### config.mk
export PLATFORM = sky130hd
export DESIGN_NAME = dcache_lookup
export DESIGN_NICKNAME = d
export VERILOG_FILES = /design/src/verilog/dcache_pkg.sv /design/src/verilog/dcache_lookup.sv
export SDC_FILE = /design/constraint.sdc
export NUM_CORES = 1
export LEC_CHECK = 0
export ABC_AREA = 1
export BUFFER_PORTS_ARGS = -buffer_cell sky130_fd_sc_hd__buf_2
export CAP_MARGIN = 30
export CORE_AREA = 4 4 268 270
export CTS_BUF_LIST = sky130_fd_sc_hd__clkbuf_8
export DETAILED_ROUTE_END_ITERATION = 8
export DIE_AREA = 0 0 272 274
export PLACE_DENSITY = 0.37
export REMOVE_ABC_BUFFERS = 1
export SYNTH_ARGS = -nofsm -noshare
export SYNTH_HDL_FRONTEND = slang
export SYNTH_SLANG_ARGS = --single-unit
### constraint.sdc
create_clock -name clock -period 9.02 [get_ports clock]
set_clock_uncertainty 0.15 [all_clocks]
set_input_delay 0 -clock clock [delete_from_list [all_inputs] [get_ports clock]]
set_output_delay 0 -clock clock [all_outputs]
set_load 0.01 [all_outputs]
### src/verilog/dcache_pkg.sv
package dcache_pkg;

  //////////////////////////////////////////////////
  // address and data geometry
  //////////////////////////////////////////////////

  localparam int ADDR_WIDTH      = 64;
  localparam int DATA_WIDTH      = 64;
  localparam int OFFSET_BITS     = 3;
  // only address bits 31 down to 3 name a line
  localparam int LINE_ADDR_WIDTH = 29;

  // zero is reserved for no tag
  typedef logic [3:0] mem_tag_t;

  typedef enum logic [1:0] {
    BUS_NONE = 2'b00,
    BUS_LOAD = 2'b01
  } bus_command_t;

  typedef enum logic [1:0] {
    MISS_FREE      = 2'b00,
    MISS_TO_SEND   = 2'b01,
    MISS_IN_FLIGHT = 2'b10
  } miss_state_t;

endpackage
### src/verilog/dcache_lookup.sv
`timescale 1ns/1ps

module dcache_lookup import dcache_pkg::*; #(
  parameter int NUM_WAYS = 4,
  parameter int NUM_SETS = 8
) (
  input  logic clock,
  input  logic reset,
  input  logic req_valid,
  input  logic req_write,
  input  logic [ADDR_WIDTH-1:0] req_addr,
  input  logic [DATA_WIDTH-1:0] req_wdata,
  input  logic queue_full,
  input  logic fill_valid,
  input  logic [NUM_WAYS-1:0][LINE_ADDR_WIDTH-$clog2(NUM_SETS)-1:0] rd_tags,
  input  logic [NUM_WAYS-1:0] rd_valids,
  input  logic [NUM_WAYS-1:0][DATA_WIDTH-1:0] rd_data_ways,
  output logic req_ready,
  output logic rd_valid,
  output logic [DATA_WIDTH-1:0] rd_data,
  output logic [$clog2(NUM_SETS)-1:0] rd_index,
  output logic wr_en,
  output logic [$clog2(NUM_SETS)-1:0] wr_index,
  output logic [LINE_ADDR_WIDTH-$clog2(NUM_SETS)-1:0] wr_tag,
  output logic [DATA_WIDTH-1:0] wr_data,
  output logic miss_push,
  output logic [LINE_ADDR_WIDTH-1:0] miss_line
);

  localparam int INDEX_BITS = $clog2(NUM_SETS);
  localparam int TAG_BITS   = LINE_ADDR_WIDTH - INDEX_BITS;

  logic [INDEX_BITS-1:0] req_index;
  logic [TAG_BITS-1:0]   req_tag;
  logic                  accept;
  logic                  hit;
  logic [DATA_WIDTH-1:0] hit_data;

  //////////////////////////////////////////////////
  // address split and tag compare
  //////////////////////////////////////////////////

  assign req_index = req_addr[OFFSET_BITS +: INDEX_BITS];
  assign req_tag   = req_addr[OFFSET_BITS + INDEX_BITS +: TAG_BITS];
  assign rd_index  = req_index;

  always_comb begin
    hit      = 1'b0;
    hit_data = '0;
    for (int w = 0; w < NUM_WAYS; w++) begin
      if (rd_valids[w] && rd_tags[w] == req_tag) begin
        hit      = 1'b1;
        hit_data = rd_data_ways[w];
      end
    end
  end

  // fill owns the array write port while it is shown
  assign req_ready = !queue_full && !fill_valid;
  assign accept    = req_valid && req_ready;

  // writes go straight to the array
  assign wr_en    = accept && req_write;
  assign wr_index = req_index;
  assign wr_tag   = req_tag;
  assign wr_data  = req_wdata;

  assign miss_push = accept && !req_write && !hit;
  assign miss_line = req_addr[OFFSET_BITS +: LINE_ADDR_WIDTH];

  //////////////////////////////////////////////////
  // read hit reply
  //////////////////////////////////////////////////

  always_ff @(posedge clock) begin
    if (reset) begin
      rd_valid <= 1'b0;
    end else begin
      rd_valid <= accept && !req_write && hit;
    end
  end

  always_ff @(posedge clock) begin
    if (accept && !req_write && hit) begin
      rd_data <= hit_data;
    end
  end

endmodule

======== Word-level counts from Yosys, hierarchy flattened ========
Index checks and enable logic that the tools add are counted.
storage, ports and cells
  logic and storage cells ................. 28
  register bits ........................... 65
  bits of input ports ..................... 498
cells by class
  eq/ne operators ......................... 4
  reduce and logical (&&, ||, !) cells .... 14
  multiplexer cells ....................... 8
operator list
  operator             number
  $mux W64             4
  $eq A26 B26 Y1       4
  $logic_and A1 B1 Y1  10
  $logic_not A1 Y1     4
  $mux W1              4

======== Logic depth before layout (Yosys ltp) ========
Gate-level depths: netlist of run 1.
  depth in word-level cells ............... 8
  gate-level depth with buffers ........... 14

======== Worst setup path before layout of run 1 ========
OpenSTA, ideal clock, no wires.
  path type ............................... input-to-reg
  start point ............................. input port req_addr[12]
  end point ............................... register rd_data[0], enable pin
  required time ........................... 8452 ps
  data arrival time ....................... 2252 ps
  stages .................................. 11
  setup slack ............................. 6200 ps
  library setup time ...................... 418 ps
  path buffers ............................ 2
  cell sequence ........................... buf_2 > xnor2_1 > nand2_1 > nor2_1 > nand3_1 > nor2_2 > buf_4 > nor2_1 > nand2_1 > nand2_1 > inv_1
between the ends
  word-level cells in the longest chain between the ends .. 7
  elaborated cells on any way between the ends .. 13
  classes of those cells .................. 4 x eq/ne; 4 x mux; 5 x reduce/logical
RTL lines
  what                     line                 text
  from (decl)              dcache_lookup.sv:11  input logic [ADDR_WIDTH-1:0] req_addr,
  $eq A26 B26 Y1           dcache_lookup.sv:51  if (rd_valids[w] && rd_tags[w] == req_tag) begin
  $logic_and A1 B1 Y1      dcache_lookup.sv:51
  $mux W1 (3 in series)    dcache_lookup.sv:51
  $mux W1 (*)              dcache_lookup.sv:51
  $logic_and A1 B1 Y1 (*)  dcache_lookup.sv:84  if (accept && !req_write && hit) begin
  to (signal assigned)     dcache_lookup.sv:85  rd_data <= hit_data;
  to (decl)                dcache_lookup.sv:20  output logic [DATA_WIDTH-1:0] rd_data,
Mark *: on every way between the ends. The rest lies on a longest branch, timed or not.
A chain may end at the register's enable or synchronous reset.

======== Final worst setup path of run 1 ========
  start point ............................. input port req_addr[13]
  end point ............................... register rd_data[60] (data pin)
between the ends
  word-level cells in the longest chain between the ends .. 6
  elaborated cells on any way between the ends .. 12
  classes of those cells .................. 4 x eq/ne; 4 x mux; 4 x reduce/logical
RTL lines
  what                    line                 text
  $eq A26 B26 Y1          dcache_lookup.sv:51
  $logic_and A1 B1 Y1     dcache_lookup.sv:51
  $mux W64 (3 in series)  dcache_lookup.sv:51
  $mux W64 (*)            dcache_lookup.sv:51
  net hit_data[60]        dcache_lookup.sv:37  logic [DATA_WIDTH-1:0] hit_data;
The timed path passes the listed nets; every way through them passes the cells marked *.

==> results of run 1 <==
[cell usage after synthesis]
cell,count,area [um2]
buf_6,3,33.8
inv_2,16,60.1
o21ai_0,27,135
buf_4,141,1060
nor2_2,3,18.8
edfxtp_1,64,1920
nand4_1,5,31.3
nor3_1,1,5.00
dfxtp_1,1,20.0
o21a_1,1,7.51
or2_2,2,12.5
nand2_1,399,1500
inv_1,126,473
o21ai_1,4,20.0
xnor2_1,18,158
xor2_1,9,78.8
a21oi_1,98,490
nor2_4,2,22.5
nor2_1,96,360
buf_2,25,125
a21boi_1,1,7.51
nand3_1,102,510
buf_1,4,15.0
[metrics by stage]
step                hold slack [ns]  worst slack [ns]  total power, uW  cell area [um2]
global placement             -0.150              5.23              537             9670
finish                       0.0850              5.49              877            11900
global route                 0.0743              5.31              939            11900
detailed placement           -0.150              5.20              534             9670
floorplan                    -0.150              4.92              389             5830
CTS                        0.000692              5.52              903            11900
[registers in the layout, summed over array words and instances (netlist names)]
signal / flops
rd_valid: 1
rd_data: 64
[cells by family (layout without fill, tap and decap cells)]
family,Yosys count,in the layout,share of synthesized area (%)
other cells,0,7,0
simple gates,610,610,34.8
buf+inv,315,881,25.0
xor+xnor,27,27,3.35
flops,65,65,27.5
compound gates,131,131,9.35
[power breakdown]
group | internal (uW) | switching (uW)
clock | 130 | 146
sequential | 326 | 0.00000520
combinational | 134 | 140
[worst max-delay path by stage]
stage,slack [ns],endpoint
final,5.49,rd_data[60]
after global routing,5.31,rd_data[60]
after CTS,5.52,rd_data[60]
after detailed placement,5.20,rd_data[22]
after global placement,5.23,rd_data[15]
after floorplan,4.92,rd_data[0]
[cells in the final DEF (no fill, tap or decap), types with 18 or more instances in the layout]
cell type        n
xnor2_1         18
a21oi_1         98
edfxtp_1        64
dlygate4sd3_1  199
o21ai_0         27
inv_1          125
nor2_1          96
nand2_1        399
buf_2          515
nand3_1        102
[per-layer routing]
metal  global-route usage, %  part of all wire (%)  vias up  wire length [um]
li1                        -                     -     4582                 -
met1                    16.1                    44     4286             21200
met2                    17.9                    43      492             20600
met3                    4.98                    11       46              5330
met4                    2.68                   1.2        8               595
met5                    1.12                  0.33        -               157
[area by class of cell]
cell class / count / area share (%)
Clock inverter: 7 / 0.674
Timing Repair Buffer: 723 / 39.0
Antenna cell: 7 / 0.147
Sequential cell: 65 / 16.3
Clock buffer: 9 / 1.04
Multi-Input combinational cell: 768 / 28.4
Tap cell: 940 / 9.90
Inverter: 142 / 4.49
==> flow_summary.json, run 1 <==
{
  "status": "finished, final reports clean",
  "wirelength_um": 47800,
  "hold_path_class": "input pin to flop",
  "critPathKind": "input pin to flop",
  "post-route-period-util_pct": 39.1,
  "grt_pass1_wl_um": 65200,
  "core_um2": 69500,
  "holdPathStages": 5,
  "area_delta_synth_final_pct": 68.2,
  "multi_input_area_um2": 3370,
  "viasPerCell": 3.54,
  "regArea_um2": 1940,
  "via_count": 9414,
  "hold_buffers": 199,
  "min_period_ns": 3.53,
  "crit_required_ns": 9.01,
  "slowest_delay_ns": 0.65,
  "crit_fanout": 62,
  "htreeDepth": 3,
  "ctsResizeCount": 0,
  "start_kind": "input pin",
  "final.setup.tns_ns": 0,
  "cts_setup_buffers": 0,
  "syn_area_per_cell_um2": 6.15,
  "grt_pass1_vias": 9253,
  "path_clk_slew_ns": 0.09,
  "cp-end-kind": "flop",
  "synthCells": 1148,
  "ir_worst_vdd_mv": 0.0470,
  "synthDistinctLibCells": 23,
  "drt.antenna.violating_nets": 0,
  "nFillCells": 8122,
  "ios": 691,
  "clkSinkCount": 65,
  "drc": 0,
  "slowest_stage": "buf_4",
  "syn_area_um2": 7060,
  "drt_iter0_markers": 475,
  "antenna_found_initial": 21,
  "fmax_mhz": 283,
  "placed_cells": 2439,
  "max_slew_margin_pct": 36.6,
  "holdPathEnd": "rd_data[46]",
  "port_buffers": 515,
  "rsz0062_at_grt": "no",
  "die_w_um": 272,
  "path_cells": "buf_2 > inv_1 > a21boi_1 > nand2_1 > nor2_1 > nand3_1 > nor2_4 > buf_4 > nand2_1 > nand3_1 > dlygate4sd3_1 > nand3_1 > dlygate4sd3_1",
  "crit_top_cell": "nand3_1",
  "overflow": 0,
  "setup_viol": 0,
  "worst_pin_slew_ns": 0.950,
  "pwr_density_cell_nw_per_um2": 73.8,
  "cp.buffers_inverters": 5,
  "rows": 97,
  "startpoint": "req_addr[13]",
  "die-area_um2": 74500,
  "gp_congestion": 0.890,
  "leakage_uw": 0.00592,
  "cp_top_family": "buffers and inverters",
  "max-cap-violations": 0,
  "ys_ff_latch": 65,
  "hp-start": "req_valid",
  "cts_tree": "done",
  "hold_viol": 0,
  "post_drt_wl_per_cell_um": 18.0,
  "clockBufferDepth": 2,
  "final_nets": 2207,
  "worstPathArrival_ns": 3.51,
  "cts-buffers-inserted": 9,
  "layout-drive-gt1-share_pct": 32.9,
  "path_depth": 13,
  "cts-root-buf": "clkbuf_8",
  "drt-pass1-iter-count": 4,
  "seq_area_frac_synth_pct": 27.5,
  "grt_max_degree": 75,
  "detailed_place_hpwl_um": 38300,
  "slew_violations": 0,
  "groute.usage.overall_pct": 12.0,
  "start_util_pct": 10.2,
  "fp.dieH_um": 274,
  "fin_util_pct": 17.1,
  "final_cells": 2661,
  "yosysWarnings": 0
}
Power figures use the tool's default switching activity.
==> run 2, diff against run 1 <==
--- a/config.mk
+++ b/config.mk
@@ -8,10 +8,10 @@
 export ABC_AREA = 1
 export BUFFER_PORTS_ARGS = -buffer_cell sky130_fd_sc_hd__buf_2
 export CAP_MARGIN = 30
-export CORE_AREA = 4 4 268 270
+export CORE_AREA = 4 4 267 269
 export CTS_BUF_LIST = sky130_fd_sc_hd__clkbuf_8
 export DETAILED_ROUTE_END_ITERATION = 8
-export DIE_AREA = 0 0 272 274
+export DIE_AREA = 0 0 271 273
 export PLACE_DENSITY = 0.37
 export REMOVE_ABC_BUFFERS = 1
 export SYNTH_ARGS = -nofsm -noshare
==> constraint.sdc (replaced) <==
create_clock -name clock -period 3.3 [get_ports clock]
set_clock_uncertainty 0.15 [all_clocks]
set_input_delay 0 -clock clock [delete_from_list [all_inputs] [get_ports clock]]
set_output_delay 0 -clock clock [all_outputs]
set_load 0.01 [all_outputs]
==> flow_summary.json, run 2 (synthesis gave the netlist of run 1 again) <==
{
  "crit_fanout": 52,
  "detailed_place_hpwl_um": 39900,
  "grt_pass1_wl_um": 67100,
  "cts-buffers-inserted": 9,
  "pre_cts_ws_ns": 0.530,
  "worstPathArrival_ns": 2.77,
  "drc": 0,
  "largestRegisters": "rd_data x64, rd_valid x1",
  "final.setup.tns_ns": 0,
  "crit_top_cell": "nand3_1",
  "path_clk_slew_ns": 0.07,
  "final_area_um2": 11900,
  "start_kind": "input pin",
  "die-area_um2": 74000,
  "clockBufferDepth": 2,
  "largest_reg_flops": 64,
  "grt_max_degree": 98,
  "cts_setup_buffers": 0,
  "gp_congestion": 0.864,
  "slew_violations": 0,
  "port_buffers": 515,
  "ctsResizeCount": 0,
  "worst_hold_slack_ns": 0.0955,
  "setup_slack_ns": 0.517,
  "regArea_um2": 1940,
  "max_slew_margin_pct": 36.6,
  "status": "finished, final reports clean",
  "rsz0062_at_grt": "no",
  "cts_tree": "done",
  "crit_required_ns": 3.28,
  "hold_path_class": "input pin to output port",
  "core_um2": 68600,
  "cts-root-buf": "clkbuf_8",
  "drt.antenna.violating_nets": 0,
  "via_count": 9492,
  "antenna_found_initial": 26,
  "startpoint": "req_addr[7]",
  "clkSinkCount": 65,
  "final_cell_mix": "515 x buf_2, 399 x nand2_1, 197 x dlygate4sd3_1",
  "path_cells": "buf_2 > inv_1 > or2_2 > nand3_1 > nor2_1 > nand3_1 > nor2_4 > inv_2 > buf_4 > nand3_1 > nand3_1 > dlygate4sd3_1",
  "largest_register": "rd_data",
  "max-cap-violations": 0,
  "grt_pass1_vias": 9377,
  "endpoint": "rd_data[23]",
  "layout-drive-gt1-share_pct": 33.0,
  "hold_buffers": 197,
  "hold_viol": 0,
  "die_w_um": 271,
  "leakage_uw": 0.00594,
  "slowest_delay_ns": 0.60,
  "viasPerCell": 3.58,
  "setup_viol": 0,
  "fmax_mhz": 359,
  "drt-pass1-iter-count": 5,
  "ios": 691,
  "post-route-period-util_pct": 84.3,
  "worst_pin_slew_ns": 0.951,
  "critPathKind": "input pin to flop",
  "rows": 96,
  "wirelength_um": 49000,
  "final_nets": 2207,
  "pwr_density_cell_nw_per_um2": 200,
  "overflow": 0,
  "nFillCells": 7991,
  "multi_input_area_um2": 3370,
  "htreeDepth": 3,
  "post_drt_wl_per_cell_um": 18.5,
  "slowest_stage": "dlygate4sd3_1",
  "start_util_pct": 10.3,
  "fp.dieH_um": 273,
  "fin_util_pct": 17.4,
  "drt_iter0_markers": 481,
  "area_delta_synth_final_pct": 68.5,
  "layout_commonest_cell": "buf_2",
  "min_period_ns": 2.78,
  "placed_area_um2": 9710,
  "groute.usage.overall_pct": 12.5,
  "ir_worst_vdd_mv": 0.114,
  "cp-end-kind": "flop"
}
-- run 2: changes by cell type in the layout (fill, tap and decap cells not counted) --
cell,previous run,this run
buf_4,9,8
clkinv_4,3,2
diode_2,7,8
inv_8,1,0
inv_2,17,16
dlygate4sd3_1,199,197
inv_6,0,2
clkinv_2,1,2
buf_12,0,3
-- run 2: final cells by class --
class                   count  share of cell area (%)
clock inverters             7                   0.652
repair buffers            723                    39.2
flip-flops and latches     65                    16.3
inverters                 142                    4.49
diodes                      8                   0.168
multi-input cells         768                    28.3
clock buffers               9                    1.04
well taps                 931                    9.79
-- run 2: report_power, final --
part	switching, uW	internal, uW
registers	0.0000140	891
clock network	385	355
logic	388	367
total	774	1610
-- run 2: worst max-delay path: cells and delay by family --
family	cells	cell delay, ns
simple gates	7	1.17
buf+inv	5	1.49
-- run 2: routing by layer --
layer	global-route usage [%]	wire length [um]
met5	2.76	306
met4	2.53	609
met3	6.15	5770
met2	18.9	21100
met1	15.9	21200
-- run 2: through the flow --
stage	total power, uW	instances
3_3_place_gp	1470	2432
5_1_grt	2540	2649
6_report	2390	2653
2_1_floorplan	1060	975
3_5_place_dp	1470	2432
4_1_cts	2440	2645
-- run 2: worst min path at each step --
stage	from	slack, ns	cells after the start	to
3_3_place_gp	req_wdata[10]	-0.15	0	wr_data[10]
4_1_cts	queue_full	0.1	3	req_ready
3_5_place_dp	req_wdata[10]	-0.15	0	wr_data[10]
5_1_grt	queue_full	0.12	3	req_ready
2_1_floorplan	req_addr[3]	-0.15	0	miss_line[0]
6_report	queue_full	0.1	3	req_ready
