<file path="config.mk">
export PLATFORM = sky130hd
export DESIGN_NAME = dcache_miss_queue
export DESIGN_NICKNAME = d
export VERILOG_FILES = /design/src/verilog/dcache_pkg.sv /design/src/verilog/dcache_miss_queue.sv
export SDC_FILE = /design/constraint.sdc
export NUM_CORES = 1
export LEC_CHECK = 0
export BUFFER_PORTS_ARGS = -buffer_cell sky130_fd_sc_hd__buf_2
export CORE_ASPECT_RATIO = 0.9
export CORE_MARGIN = 2
export CORE_UTILIZATION = 44
export DETAILED_ROUTE_END_ITERATION = 8
export GPL_TIMING_DRIVEN = 0
export PLACE_DENSITY = 0.67
export SLEW_MARGIN = 20
export SYNTH_ARGS = -nofsm -noshare
export SYNTH_HDL_FRONTEND = slang
export SYNTH_SLANG_ARGS = --single-unit
</file>
<file path="constraint.sdc">
create_clock -name clock -period 5.6 [get_ports clock]
set_input_delay 1.12 -clock clock [delete_from_list [all_inputs] [get_ports clock]]
set_output_delay 1.12 -clock clock [all_outputs]
set_load 0.1 [all_outputs]
</file>
<file path="src/verilog/dcache_pkg.sv">
package dcache_pkg;

  //////////////////////////////////////////////////
  // address and data geometry
  //////////////////////////////////////////////////

  localparam int ADDR_WIDTH      = 64;
  localparam int DATA_WIDTH      = 64;
  localparam int OFFSET_BITS     = 3;
  // only address bits 31 down to 3 name a line
  localparam int LINE_ADDR_WIDTH = 29;

  // zero is reserved for no tag
  typedef logic [3:0] mem_tag_t;

  typedef enum logic [1:0] {
    BUS_NONE = 2'b00,
    BUS_LOAD = 2'b01
  } bus_command_t;

  typedef enum logic [1:0] {
    MISS_FREE      = 2'b00,
    MISS_TO_SEND   = 2'b01,
    MISS_IN_FLIGHT = 2'b10
  } miss_state_t;

endpackage
</file>
<file path="src/verilog/dcache_miss_queue.sv">
`timescale 1ns/1ps

module dcache_miss_queue import dcache_pkg::*; #(
  parameter int MISS_DEPTH = 4
) (
  input  logic clock,
  input  logic reset,
  input  logic miss_push,
  input  logic [LINE_ADDR_WIDTH-1:0] miss_line,
  input  mem_tag_t mem_response,
  input  mem_tag_t mem_tag,
  input  logic [DATA_WIDTH-1:0] mem_data,
  output logic queue_full,
  output bus_command_t mem_command,
  output logic [ADDR_WIDTH-1:0] mem_addr,
  output logic fill_valid,
  output logic [LINE_ADDR_WIDTH-1:0] fill_line,
  output logic [DATA_WIDTH-1:0] fill_data
);

  localparam int PTR_BITS  = (MISS_DEPTH > 1) ? $clog2(MISS_DEPTH) : 1;
  localparam int HIGH_BITS = ADDR_WIDTH - LINE_ADDR_WIDTH - OFFSET_BITS;

  miss_state_t                state   [MISS_DEPTH];
  logic [LINE_ADDR_WIDTH-1:0] lines   [MISS_DEPTH];
  mem_tag_t                   tags    [MISS_DEPTH];

  // entries are allocated, sent and retired in order
  logic [PTR_BITS-1:0] head_ptr;
  logic [PTR_BITS-1:0] send_ptr;
  logic [PTR_BITS-1:0] tail_ptr;
  logic [PTR_BITS:0]   count;

  logic present;
  logic push_new;
  logic sending;
  logic accepted;
  logic done;

  function automatic logic [PTR_BITS-1:0] ptr_inc(input logic [PTR_BITS-1:0] ptr);
    if (ptr == PTR_BITS'(MISS_DEPTH - 1)) begin
      return '0;
    end
    return ptr + 1'b1;
  endfunction

  //////////////////////////////////////////////////
  // duplicate check and enqueue
  //////////////////////////////////////////////////

  always_comb begin
    present = 1'b0;
    for (int i = 0; i < MISS_DEPTH; i++) begin
      if (state[i] != MISS_FREE && lines[i] == miss_line) begin
        present = 1'b1;
      end
    end
  end

  assign queue_full = (count == (PTR_BITS + 1)'(MISS_DEPTH));
  assign push_new   = miss_push && !present && !queue_full;

  //////////////////////////////////////////////////
  // load issue and tagged return
  //////////////////////////////////////////////////

  assign sending     = (state[send_ptr] == MISS_TO_SEND);
  assign mem_command = sending ? BUS_LOAD : BUS_NONE;
  assign mem_addr    = sending ? {{HIGH_BITS{1'b0}}, lines[send_ptr], {OFFSET_BITS{1'b0}}}
                               : '0;

  // zero response means offer the same load again
  assign accepted = sending && (mem_response != '0);

  // memory answers in order, so only the head can match
  assign done = (state[head_ptr] == MISS_IN_FLIGHT) && (mem_tag != '0)
                && (mem_tag == tags[head_ptr]);

  always_ff @(posedge clock) begin
    if (reset) begin
      for (int i = 0; i < MISS_DEPTH; i++) begin
        state[i] <= MISS_FREE;
      end
      head_ptr   <= '0;
      send_ptr   <= '0;
      tail_ptr   <= '0;
      count      <= '0;
      fill_valid <= 1'b0;
    end else begin
      fill_valid <= done;
      if (push_new) begin
        state[tail_ptr] <= MISS_TO_SEND;
        tail_ptr        <= ptr_inc(tail_ptr);
      end
      if (accepted) begin
        state[send_ptr] <= MISS_IN_FLIGHT;
        send_ptr        <= ptr_inc(send_ptr);
      end
      if (done) begin
        state[head_ptr] <= MISS_FREE;
        head_ptr        <= ptr_inc(head_ptr);
      end
      count <= count + (PTR_BITS + 1)'(push_new) - (PTR_BITS + 1)'(done);
    end
  end

  // entry payload and the registered fill
  always_ff @(posedge clock) begin
    if (push_new) begin
      lines[tail_ptr] <= miss_line;
    end
    if (accepted) begin
      tags[send_ptr] <= mem_response;
    end
    if (done) begin
      fill_line <= lines[head_ptr];
      fill_data <= mem_data;
    end
  end

endmodule

</file>
Word-level counts from Yosys, hierarchy flattened --
Memory sizes are Yosys's and may differ from the RTL's. A register that Yosys moved wholly into a read port is not among the register bits. Cells that the tools add are included.
Storage, ports and cells: output and inout port bits 161, register bits 74, logic and storage cells 96, memory bits (writable) 140, memories kept 3
Memory list:
- lines | depth 4, width 29, read ports 6, clocked after Yosys merged registers in 2, wr ports 1, line dcache_miss_queue.sv:25 | logic [LINE_ADDR_WIDTH-1:0] lines [MISS_DEPTH];
- tags | depth 4, width 4, read ports 1, clocked after Yosys merged registers in 1, wr ports 1, line dcache_miss_queue.sv:26 | mem_tag_t tags [MISS_DEPTH];
- state | depth 4, width 2, read ports 6, clocked after Yosys merged registers in 2, wr ports 4, line dcache_miss_queue.sv:24 | miss_state_t state [MISS_DEPTH];
Operators by class: eq/ne operators 11, multiplexer cells 51, reduce and logical (&&, ||, !) cells 20, $add $sub $neg 5
Operators by type and width (number):
- equality test 29 bit | 4
- 2-to-1 mux 2 bit | 20
- 2-to-1 mux 32 bit | 1
- 2-to-1 mux 1 bit | 30
- logical AND 1 bit | 9
- equality test 2 bit, second input constant | 4
- nonzero test 2 bit | 4
- nonzero test 4 bit | 2
- adder 2 x 1 -> 2 bit, second input constant | 3
- OR reduction 2 bit | 3
- equality test 4 bit | 1
- adder 3 x 1 -> 3 bit | 1
- equality test 3 bit, second input constant | 1
- subtractor 3 x 1 -> 3 bit | 1
- equality test 2 x 1 -> 1 bit, second input constant | 1
- logical NOT 1 bit | 2

Depth between registers and ports, before layout --
Gate-level depths: netlist (run 1). An unclocked memory read counts as a cell.
depth after elaboration 15, mapped depth 14

Least setup slack after synthesis (run 1) --
No wires, ideal clock.
kind reg2reg, start point register count[1], end point register count[2], data arrival time 4.393 ns, cell stages (with the launch flop) 13, period minus slack after synthesis 4.508 ns, required time 5.485 ns, slack 1.092 ns, library setup time 0.115 ns, cells stage by stage dfxtp_1 -> nor3b_1 -> nand2b_1 -> a21oi_1 -> nand3_1 -> ha_1 -> inv_1 -> ha_1 -> inv_1 -> fa_1 -> xor2_1 -> xnor2_1 -> nor2_1
Between the ends: longest elaborated chain between the ends 5
Ends and longest elaborated chain:
- from (decl) | line dcache_miss_queue.sv:32 | logic [PTR_BITS:0] count;
- from (signal assigned) | line dcache_miss_queue.sv:103 | count <= count + (PTR_BITS + 1)'(push_new) - (PTR_BITS + 1)'(done);
- equality test 3 bit | line dcache_miss_queue.sv:60 | assign queue_full = (count == (PTR_BITS + 1)'(MISS_DEPTH));
- via queue_full | line dcache_miss_queue.sv:13 | output logic queue_full,
- logical NOT 1 bit | line dcache_miss_queue.sv:61 | assign push_new = miss_push && !present && !queue_full;
- logical AND 1 bit | line dcache_miss_queue.sv:61
- adder 3 x 1 -> 3 bit | line dcache_miss_queue.sv:103
- subtractor 3 x 1 -> 3 bit | line dcache_miss_queue.sv:103
The timed path passes the listed nets, and every way through them passes these cells. A chain may end at the register's enable or synchronous reset.

==> summary.md, run 1 <==
| Metric | Value |
|---|---|
| Hold Path Sink | state[1][0]$_SDFFE_PP0P_ |
| GR Layer Usage met1 | 0.2837 |
| Initial antenna violation count | 4 |
| Fmax | 226.9 MHz |
| Ys flop type | edfxtp_1 |
| Cell type with the largest total area after synthesis | edfxtp_1 |
| Delay of the slowest critical-path stage | 760 ps |
| Sequential share of the synthesized area | 0.6310 |
| Total CTS buffers | 26 |
| Via/cell ratio | 5.101 |
| H-tree lvl count | 1 |
| Most frequent cells after synthesis | 225 x edfxtp_1, 119 x xnor2_1, 60 x mux4_2 |
| Placer Congestion | 0.8859 |
| Synthesized instance count | 704 |
| Pwr dens | 396.9 nW/um^2 |
| DR vias | 6,952 |
| Finished Core Util | 0.5550 |
| Slew @ Worst Pin | 975.4 ps |
| Synth Warn # | 0 |
| Worst hold path class | reg2reg |
| Post-CTS Hold Buffers | 0 |
| Seq cells post-synth | 247 |
| FF/Latch Area | 7197 um^2 |
| Die span in y | 156.7 um |
| Critical path arrival | 4830 ps |
| Tmin final | 4407 ps |
| Main area contributors after synthesis | edfxtp_1 59%, mux4_2 12%, xnor2_1 9.1% |
| Crit path required time | 6020 ps |
| Slowest cell on the critical path | buf_6 |
| Nets | 1,117 |
| Area Overhead vs Synth | 23.25% |
| Switching part of the total | 0.3525 |
| DRT Pass-1 Iters | 5 |
| Core box area | 25,320 um^2 |
| Setup violations, final | 0 |
| Final Hold Fails | 0 |
| Worst R2R End | count[2]$_SDFF_PP0_ |
| Initial Util | 0.4503 |
| Clock Power Share | 0.295 |
| Relative slew slack | 0.3497 |
| Post-synth EDFFs | 225 |
| R2R Setup Slk | 1190 ps |
| Crit path cell chain | buf_6 -> mux4_2 -> or3_1 -> a211o_1 -> a221oi_2 -> buf_6 -> ha_1 -> inv_1 -> ha_1 -> inv_1 -> fa_1 -> xor2_1 -> xnor2_1 -> nor2_1 |
| Peak VDD IR | 0.0003270 V |
| Multi-input logic area | 3781 um^2 |
| GRT Overall Usage | 0.2057 |
| I/O pins | 265 |
| Met2 usage | 0.3278 |
| Area of the die | 27,230 um^2 |
| # fillers | 2,084 |
| Psw | 1.967 mW |
| Int Pwr | 3.613 mW |
| Synth Cell Area | 11,400 um^2 |
| Hpwl dp | 20.87 mm |
| Number of remaining DRC errors | 0 |
| FFs w/ async S/R, synth | 0 |
| Clock skew | 13.80 ps |
| Critical path class | reg2reg |
| Post-CTS setup buffer count | 0 |
| Clock transition at path regs | 60 ps |
| Max clock buf depth | 3 |
| Hold Path Stages | 2 |
| Layout cells sized above 1 | 0.3805 |
| TritonCTS clock tree | done |
| Design area | 14,060 um^2 |
| Outcome | finished clean |
| Busiest grt layer | met2 |
| Unrepaired setup endpoints after global routing | false |
| Vias in the first global route | 6,830 |
| Port Buffers | 227 |
| Final worst path period share | 0.7869 |
| Reg power frac | 0.409 |
| 1st-iter DRT viols | 673 |
| Clock Sinks | 247 |
| Worst-skew pair later-pin latency | 540 ps |
| Critical path buffers and inverters | 4 |
| Critical path capture point type | flop |
| Startpoint Class | flop |
| Most frequent cell after synthesis | edfxtp_1 |
| Top-area cell type share of the netlist area | 0.5924 |
| Root Buffer | clkbuf_16 |
| Grt total ovfl | 0 |
| Combinational fraction of design power | 0.296 |
| Met3 usage | 0.05296 |
| Max-cap check violation count | 0 |
| Final ANT Viol Nets | 0 |
| Mean Syn Cell Area | 16.20 um^2 |
| Distinct cells, synth | 45 |
| DP Area | 13,230 um^2 |
| Post-cts resize count | 0 |
| Reg2Reg Depth | 14 |
| First-pass GRT wire length | 41.66 mm |
| Static leakage | 5.007 nW |
| Row count | 55 |
| Hold Startpoint | state[1][0]$_SDFFE_PP0P_ |
| Post-Route WL | 28.47 mm |
| Largest net degree at the start of global routing | 104 |
| Crit-path max FO | 103 |
| Top delay family on crit path | buffers and inverters |
| WL/cell | 20.89 um |
| Die W | 173.7 um |
| Slew Viols, Final | 0 |
## through the flow
stage                     setup TNS [ps]  power (mW)  setup slack (ps)  hold slack, ps  cells
after CTS                              0       5.618              1124           504.7   1359
final                                  0       5.580              1193           511.5   1363
after detailed placement               0       3.978             741.0           493.6   1312
after global placement            -43770       3.938            -433.5           491.4   1308
after floorplan                        0       3.578              1092           450.0    739
after global routing                   0       5.776             835.4           548.8   1360
## worst max path at each step
stage,from,to,slack [ps],cells past startpoint
final,flop,count[2]$_SDFF_PP0_,1190,14
after floorplan,count[1]$_SDFF_PP0_,count[2]$_SDFF_PP0_,1090,12
after global placement,miss_line[8],lines[1][2]$_DFFE_PP_,-430,8
after global routing,flop,count[2]$_SDFF_PP0_,840,14
after CTS,flop,count[2]$_SDFF_PP0_,1120,14
after detailed placement,miss_line[8],count[2]$_SDFF_PP0_,740,15
## cells in the final DEF (no fill, tap or decap), types with 8 or more instances in the layout
cell type    n
buf_2      228
edfxtp_1   225
xnor2_1    119
mux4_2      60
clkbuf_1    41
buf_4       37
conb_1      36
nor2b_1     31
nand4_1     30
clkbuf_16   28
dfxtp_1     22
inv_1       18
nor2_1      16
ha_1        14
nor4_1       9
a21oi_1      8
## state kept, by name, indices dropped and copies added (netlist names), named ones only
register    cells
fill_data      64
tail_ptr        2
head_ptr        2
lines         116
fill_valid      1
tags           16
state           8
fill_line      29
send_ptr        2
count           3
## cells by family (layout without fill, tap and decap cells)
family,after synthesis,in the layout,synth area share
AO/OA/AOI/OAI,34,34,0.02194
XOR/XNOR,122,122,0.09369
adder cells (fa/ha/maj),15,15,0.01711
buffers and inverters,104,382,0.05156
flip-flops,247,247,0.6310
multiplexers,67,67,0.1276
other,1,40,0.0003288
AND/OR/NAND/NOR,114,114,0.05672
## worst register-to-register path: cells and delay by family (launching register included)
family                     cells  cell delay, ps
buffers and inverters          4            1020
adders and majority gates      3             930
muxes                          1             540
and+or+nand+nor                2             420
DFF                            1             320
AOI/OAI and AO/OA              2             750
xor gates and xnor gates       2             310
## power by group through the flow
stage / combinational (mW) / sequential (mW) / clock (mW)
5_1_grt: 1.74 / 2.30 / 1.74
3_3_place_gp: 1.61 / 2.33 / 0
3_5_place_dp: 1.66 / 2.32 / 0
6_report: 1.65 / 2.28 / 1.64
2_1_floorplan: 1.22 / 2.36 / 0
4_1_cts: 1.66 / 2.28 / 1.67
## cell type report
type / count / share of cell area
flip-flops and latches: 247 / 0.5120
multi-input cells: 388 / 0.2690
repair buffers: 231 / 0.08759
clock buffers: 36 / 0.05341
plain buffers: 86 / 0.03721
well taps: 342 / 0.03044
clock inverters: 11 / 0.004807
inverters: 18 / 0.004807
diodes: 4 / 0.0007121
## per-layer routing
metal	up-vias	routed length, um
met3	42	2610
met5	-	0
met4	0	681
met1	3400	11850
li1	3179	-
met2	331	13330
Power figures use the tool's default switching activity.
==> run 2, diff against run 1 <==
--- a/config.mk
+++ b/config.mk
@@ -5,6 +5,7 @@
 export SDC_FILE = /design/constraint.sdc
 export NUM_CORES = 1
 export LEC_CHECK = 0
+export ABC_AREA = 1
 export BUFFER_PORTS_ARGS = -buffer_cell sky130_fd_sc_hd__buf_2
 export CORE_ASPECT_RATIO = 0.9
 export CORE_MARGIN = 2
==> constraint.sdc (replaced) <==
create_clock -name clock -period 4.6 [get_ports clock]
set_input_delay 0.92 -clock clock [delete_from_list [all_inputs] [get_ports clock]]
set_output_delay 0.92 -clock clock [all_outputs]
set_load 0.1 [all_outputs]
==> run 2 against run 1 <==
- utilization is 0.99 points lower
- final area is 4.5% higher
- synthesized cell count is 80% higher
- first-iteration DRC count is 76% higher
- non-clock buffer count stayed put
- global-route usage is 7.1 points higher
- critical path depth is 6 lower
- sequential power is 25% higher
- critical endpoint is now mem_addr[28]
- largest cell class unchanged
- highest routed layer unchanged
==> summary.md, run 2 <==
| Metric | Value |
|---|---|
| Outcome | finished clean |
| Crit-path max FO | 10 |
| Largest net degree at the start of global routing | 35 |
| Relative slew slack | 0.2912 |
| Ys flop type | edfxtp_1 |
| Layout cells sized above 1 | 0.2166 |
| Post-Route WL | 40.35 mm |
| First-pass GRT wire length | 58.31 mm |
| Placed insts | 1,888 |
| Mean Syn Cell Area | 9.521 um^2 |
| N_diodes | 0 |
| Post-CTS Hold Buffers | 0 |
| Distinct cells, synth | 37 |
| Critical path arrival | 3410 ps |
| Slew @ Worst Pin | 1063 ps |
| Port Buffers | 227 |
| Startpoint Class | flop |
| Unrepaired setup endpoints after global routing | false |
| Most frequent cell after synthesis | nand2_1 |
| Psw | 4.033 mW |
| Most frequent cells in the layout | 276 x nand2_1, 230 x buf_2, 225 x edfxtp_1, 140 x inv_1, 120 x a21oi_1 |
| Critical path class | reg2out |
| Cell type with the largest total area after synthesis | edfxtp_1 |
| Nets | 1,681 |
| Placer Congestion | 1.042 |
| FFs w/ async S/R, synth | 0 |
| Synthesized instance count | 1,265 |
| Final Hold Fails | 0 |
| Number of remaining DRC errors | 0 |
| Hpwl dp | 30.14 mm |
| Worst hold path class | reg2reg |
| Top delay family on crit path | buffers and inverters |
| Hold Slack | 507.2 ps |
| Clock transition at path regs | 60 ps |
| Tot Pwr | 8.467 mW |
| Pwr dens | 576.2 nW/um^2 |
| Final ANT Viol Nets | 0 |
| Most common cell after layout, fill and taps aside | nand2_1 |
| DRT Pass-1 Iters | 7 |
| DR vias | 10,260 |
| Finished Core Util | 0.5451 |
| Die span in y | 161.0 um |
| Final worst path period share | 0.9411 |
| Main area contributors after synthesis | edfxtp_1 56%, nand2_1 8.6%, a21oi_1 5.0% |
| Critical path buffers and inverters | 4 |
| Clock skew | 19.67 ps |
| 1st-iter DRT viols | 1,187 |
| Die W | 178.4 um |
| Max-cap check violation count | 0 |
| Slowest cell on the critical path | clkbuf_1 |
| Switching part of the total | 0.4763 |
| Critical path capture point type | output pin |
| Sequential share of the synthesized area | 0.5975 |
| Initial Util | 0.4468 |
| I/O pins | 265 |
| Peak VDD IR | 0.0005720 V |
| Delay of the slowest critical-path stage | 760 ps |
| Via/cell ratio | 5.309 |
| H-tree lvl count | 1 |
| Area Overhead vs Synth | 22.01% |
| TritonCTS clock tree | done |
| Top flop regs | lines x116, fill_data x64, fill_line x29 |
| Top-area cell type share of the netlist area | 0.5610 |
| Number of flip-flops in the largest register | 116 |
| Row count | 57 |
| WL/cell | 20.87 um |
| Vias in the first global route | 9,599 |
| Setup violations, final | 0 |
| Tmin final | 4329 ps |
| Total CTS buffers | 26 |
| Most frequent cells after synthesis | 276 x nand2_1, 225 x edfxtp_1, 141 x inv_1 |
| Non-Filler Instances | 1,933 |
| GRT Overall Usage | 0.2762 |
| Slew Viols, Final | 0 |
| Core box area | 26,960 um^2 |
| Fmax | 231.0 MHz |
| Synth Cell Area | 12,040 um^2 |
| Root Buffer | clkbuf_16 |
| Synth Warn # | 0 |
| Clock Power Share | 0.226 |
| Grt total ovfl | 0 |
| Reg with most FFs | lines |
| Max clock buf depth | 3 |
| Reg power frac | 0.335 |
| Post-cts resize count | 0 |
| Initial antenna violation count | 0 |
| Post-CTS setup buffer count | 0 |
| Area of the die | 28,710 um^2 |
| Static leakage | 6.244 nW |
| Crit path required time | 3680 ps |
| Post-synth EDFFs | 225 |
| Combinational fraction of design power | 0.439 |
| Clock Sinks | 247 |
| Int Pwr | 4.434 mW |
| Seq cells post-synth | 247 |
| Worst-skew pair later-pin latency | 550 ps |
| Crit path cell chain | buf_2 -> nand3_1 -> o311ai_1 -> nand2_1 -> clkbuf_1 -> clkbuf_1 -> a21oi_1 -> buf_2 |
==> run 2: cell count changes after synthesis, moves of 9 or more <==
| cell | change |
|---|---|
| nand2_1 | +270 |
| inv_1 | +123 |
| a21oi_1 | +112 |
| o21ai_0 | +112 |
| nor2_1 | +101 |
| xnor2_1 | -91 |
| mux4_2 | -60 |
| nor2b_1 | -31 |
| o22ai_1 | +17 |
| nand3_1 | +15 |
| inv_2 | +14 |
| nand4_1 | -13 |
| o211ai_1 | +11 |
| nor4_1 | -9 |
==> run 2: kinds of logic (layout without fill, tap and decap cells) <==
| logic type | Yosys count | after routing | synth area share |
|---|---|---|---|
| XOR/XNOR | 35 | 35 | 0.02545 |
| AND/OR/NAND/NOR | 444 | 444 | 0.1474 |
| adder cells (fa/ha/maj) | 15 | 15 | 0.01621 |
| AO/OA/AOI/OAI | 283 | 283 | 0.1259 |
| buffers and inverters | 240 | 519 | 0.08716 |
| flip-flops | 247 | 247 | 0.5975 |
| other | 1 | 36 | 0.0003114 |
==> run 2: worst register-to-register path, stage by stage (launching register included) <==
cell	delay (ps)
edfxtp_1	430
xnor2_1	320
nand3_1	180
nor2_1	140
nand2_1	60
nor2_1	180
nand2_1	130
nand2_1	120
nor2_4	70
inv_4	130
ha_1	250
inv_1	60
ha_1	130
inv_1	50
fa_1	370
inv_1	70
o21ai_0	80
a21oi_1	150
==> run 2: area by class of cell <==
class	instances	area (um^2)
fill	2484	12260
sequential	247	7197
multi-input combinational	813	3959
timing repair buffer	234	1284
clock buffer	38	715.7
inverter	157	595.6
buffer	83	457.9
tap	354	442.9
clock inverter	7	43.79
==> run 2: metal layers <==
layer / vias up / part of all wire / wire, um / track usage
met5: - / 0 / 0 / 0
met4: 0 / 0.039 / 1589 / 0.1027
met3: 105 / 0.12 / 4778 / 0.05729
met2: 638 / 0.45 / 18300 / 0.4319
met1: 4758 / 0.39 / 15680 / 0.3797
li1: 4761 / - / - / -
==> run 2: power groups by stage <==
stage / clock [mW] / combinational (mW) / sequential, mW
6_report: 1.91 / 3.72 / 2.84
5_1_grt: 2.03 / 3.88 / 2.86
4_1_cts: 1.95 / 3.65 / 2.83
3_5_place_dp: 0 / 3.64 / 2.88
3_3_place_gp: 0 / 3.57 / 2.89
2_1_floorplan: 0 / 2.57 / 2.98
==> run 2: final timing paths <==
path / from / end / slack, ps / cells after the start
hold reg to reg: state[2][0]$_SDFFE_PP0P_ / state[2][0]$_SDFFE_PP0P_ / 510 / 2
hold / removal: state[2][0]$_SDFFE_PP0P_ / state[2][0]$_SDFFE_PP0P_ / 510 / 2
setup / recovery: flop / mem_addr[28] / 270 / 8
setup reg to reg: lines[3][24]$_DFFE_PP_ / count[2]$_SDFF_PP0_ / 1610 / 17
==> run 2: metrics by stage <==
stage,setup TNS [ps],setup slack [ps],cell area [um^2]
2_1_floorplan,0,254.5,12180
3_3_place_gp,-71320,-826.9,13760
3_5_place_dp,0,892.7,13940
4_1_cts,0,408.1,14700
5_1_grt,0,211.3,14700
6_report,0,270.8,14700
==> run 3, diff against run 2 <==
--- a/config.mk
+++ b/config.mk
@@ -9,10 +9,11 @@
 export BUFFER_PORTS_ARGS = -buffer_cell sky130_fd_sc_hd__buf_2
 export CORE_ASPECT_RATIO = 0.9
 export CORE_MARGIN = 2
-export CORE_UTILIZATION = 44
+export CORE_UTILIZATION = 55
 export DETAILED_ROUTE_END_ITERATION = 8
 export GPL_TIMING_DRIVEN = 0
-export PLACE_DENSITY = 0.67
+export MAX_ROUTING_LAYER = met4
+export PLACE_DENSITY = 0.81
 export SLEW_MARGIN = 20
 export SYNTH_ARGS = -nofsm -noshare
 export SYNTH_HDL_FRONTEND = slang
==> run 3 against run 2 <==
- sequential cell count unchanged
- final area increased by 0.11%
- first-iteration DRC count increased by 10%
- utilization increased by 14 points
- fmax about the same
- combinational power about the same
- clock skew decreased by 0.98 ps
- clock power increased by 6%
- clock-buffer cell count decreased by 8
- non-clock buffer count unchanged
- setup slack got worse by 1.0 ps
==> summary.md, run 3 (same netlist as run 2, synthesis figures left out) <==
| Metric | Value |
|---|---|
| Placer Congestion | 1.060 |
| Top delay family on crit path | buffers and inverters |
| R2R Setup Slk | 1490 ps |
| WL/cell | 21.93 um |
| Outcome | finished clean |
| Clock transition at path regs | 60 ps |
| DR vias | 10,500 |
| Root Buffer | clkbuf_16 |
| Tmin final | 4330 ps |
| Via/cell ratio | 5.599 |
| Max-cap check violation count | 0 |
| Multi-input logic area | 3959 um^2 |
| WP depth | 5 |
| Post-cts resize count | 0 |
| Port Buffers | 227 |
| Hold Slack | 502.9 ps |
| Die span in y | 144.4 um |
| Core box area | 21,570 um^2 |
| Unrepaired setup endpoints after global routing | false |
| Clock Sinks | 247 |
| Post-CTS setup buffer count | 0 |
| Nets | 1,681 |
| Slew Viols, Final | 0 |
| Design area | 14,710 um^2 |
| Max clock buf depth | 3 |
| Layout cells sized above 1 | 0.2188 |
| Hpwl dp | 30.30 mm |
| Most common cell after layout, fill and taps aside | nand2_1 |
| Critical path arrival | 3410 ps |
| Peak VDD IR | 0.0006218 V |
| Final Hold Fails | 0 |
| Pwr dens | 585.1 nW/um^2 |
| I/O pins | 265 |
| Top flop regs | lines x116, fill_data x64, fill_line x29 |
| Initial Util | 0.5584 |
| Final setup TNS | 0 ps |
| 1st-iter DRT viols | 1,310 |
| Worst R2R End | count[2]$_SDFF_PP0_ |
| Slowest cell on the critical path | buf_1 |
| Fmax | 230.9 MHz |
| Area Overhead vs Synth | 22.15% |
| Largest net degree at the start of global routing | 37 |
| FF/Latch Area | 7197 um^2 |
| Hold Path Sink | state[2][0]$_SDFFE_PP0P_ |
| Final ANT Viol Nets | 0 |
| Post-Route WL | 41.12 mm |
| Crit path cell chain | clkbuf_1 -> buf_1 -> o211ai_1 -> a21oi_1 -> buf_2 |
| Clock skew | 18.68 ps |
| First-pass GRT wire length | 58.66 mm |
| Tot Pwr | 8.608 mW |
| Setup violations, final | 0 |
| Placed insts | 1,825 |
| Hold Path Stages | 2 |
| Final worst path period share | 0.9414 |
| Static leakage | 6.283 nW |
| Area of the die | 23,100 um^2 |
| Reg2Reg Depth | 15 |
| Worst hold path class | reg2reg |
| GRT Overall Usage | 0.3560 |
| TritonCTS clock tree | done |
| Critical path class | reg2out |
| H-tree lvl count | 1 |
| Crit-path max FO | 10 |
| Critical path capture point type | output pin |
| Reg with most FFs | lines |
| Most frequent cells in the layout | 276 x nand2_1, 230 x buf_2, 225 x edfxtp_1, 140 x inv_1, 120 x a21oi_1 |
| Row count | 51 |
| Vias in the first global route | 9,697 |
| Crit path required time | 3680 ps |
| Startpoint Class | flop |
| # fillers | 1,738 |
| Critical path buffers and inverters | 3 |
| Grt total ovfl | 0 |
| DRT Pass-1 Iters | 8 |
| Delay of the slowest critical-path stage | 750 ps |
| Hold Startpoint | state[2][0]$_SDFFE_PP0P_ |
| Post-CTS Hold Buffers | 0 |
| Relative slew slack | 0.3287 |
| Die W | 160.0 um |
| Total CTS buffers | 26 |
| Worst-skew pair later-pin latency | 540 ps |
| Initial antenna violation count | 3 |
| Number of remaining DRC errors | 0 |
| DP Area | 13,890 um^2 |
| Slew @ Worst Pin | 1007 ps |
| Non-Filler Instances | 1,875 |
| Number of flip-flops in the largest register | 116 |
## run 3: changes by cell type in the layout (fill, tap and decap cells not counted), moves of 3 or more
cell / before / now
clkbuf_1: 46 / 39
clkinv_1: 4 / 9
buf_12: 6 / 2
buf_16: 1 / 5
clkinv_2: 2 / 5
diode_2: 0 / 3
## run 3: final cells by class
| cell class | count | share of cell area |
|---|---|---|
| clock buffer | 30 | 0.04669 |
| multi-input combinational | 813 | 0.2691 |
| clock inverter | 17 | 0.008845 |
| inverter | 157 | 0.04048 |
| sequential | 247 | 0.4892 |
| tap | 291 | 0.02475 |
| timing repair buffer | 234 | 0.08930 |
| buffer | 83 | 0.03113 |
| antenna | 3 | 0.0005103 |
## run 3: how the worst max path moves through the flow
stage / endpoint / slack [ps]
2_1_floorplan: count[2]$_SDFF_PP0_ / 250
3_3_place_gp: count[2]$_SDFF_PP0_ / -670
3_5_place_dp: count[2]$_SDFF_PP0_ / 860
4_1_cts: mem_addr[7] / 430
5_1_grt: mem_addr[27] / 350
6_report: mem_addr[23] / 270
## run 3: tightest hold or removal path, delay by kind of cell, from the launching register on
kind	cells	cell delay (ps)
flip-flops	1	320
AO/OA/AOI/OAI	1	50
AND/OR/NAND/NOR	1	80
## run 3: stage by stage
step | setup WS, ps | utilization
2_1_floorplan | 254.5 | -
3_3_place_gp | -674.3 | 0.6342
3_5_place_dp | 862.8 | 0.6439
4_1_cts | 434.3 | 0.6818
5_1_grt | 349.9 | 0.6821
6_report | 269.8 | 0.6821
## run 3: report_power, final
part           internal [mW]  switching, mW  total [mW]  leakage (nW)
Clock                   1.17          0.858        2.03         0.397
Sequential              2.70          0.148        2.85          2.22
Combinational          0.668           3.06        3.73          3.66
Total                   4.54           4.07        8.61          6.28
## run 3: metal layers
layer / vias to the layer above / wire length (um) / track usage
met1: 4861 / 15220 / 0.4461
li1: 4764 / - / -
met2: 746 / 19420 / 0.5849
met4: 0 / 1663 / 0.1204
met5: - / 0 / -
met3: 127 / 4810 / 0.07514
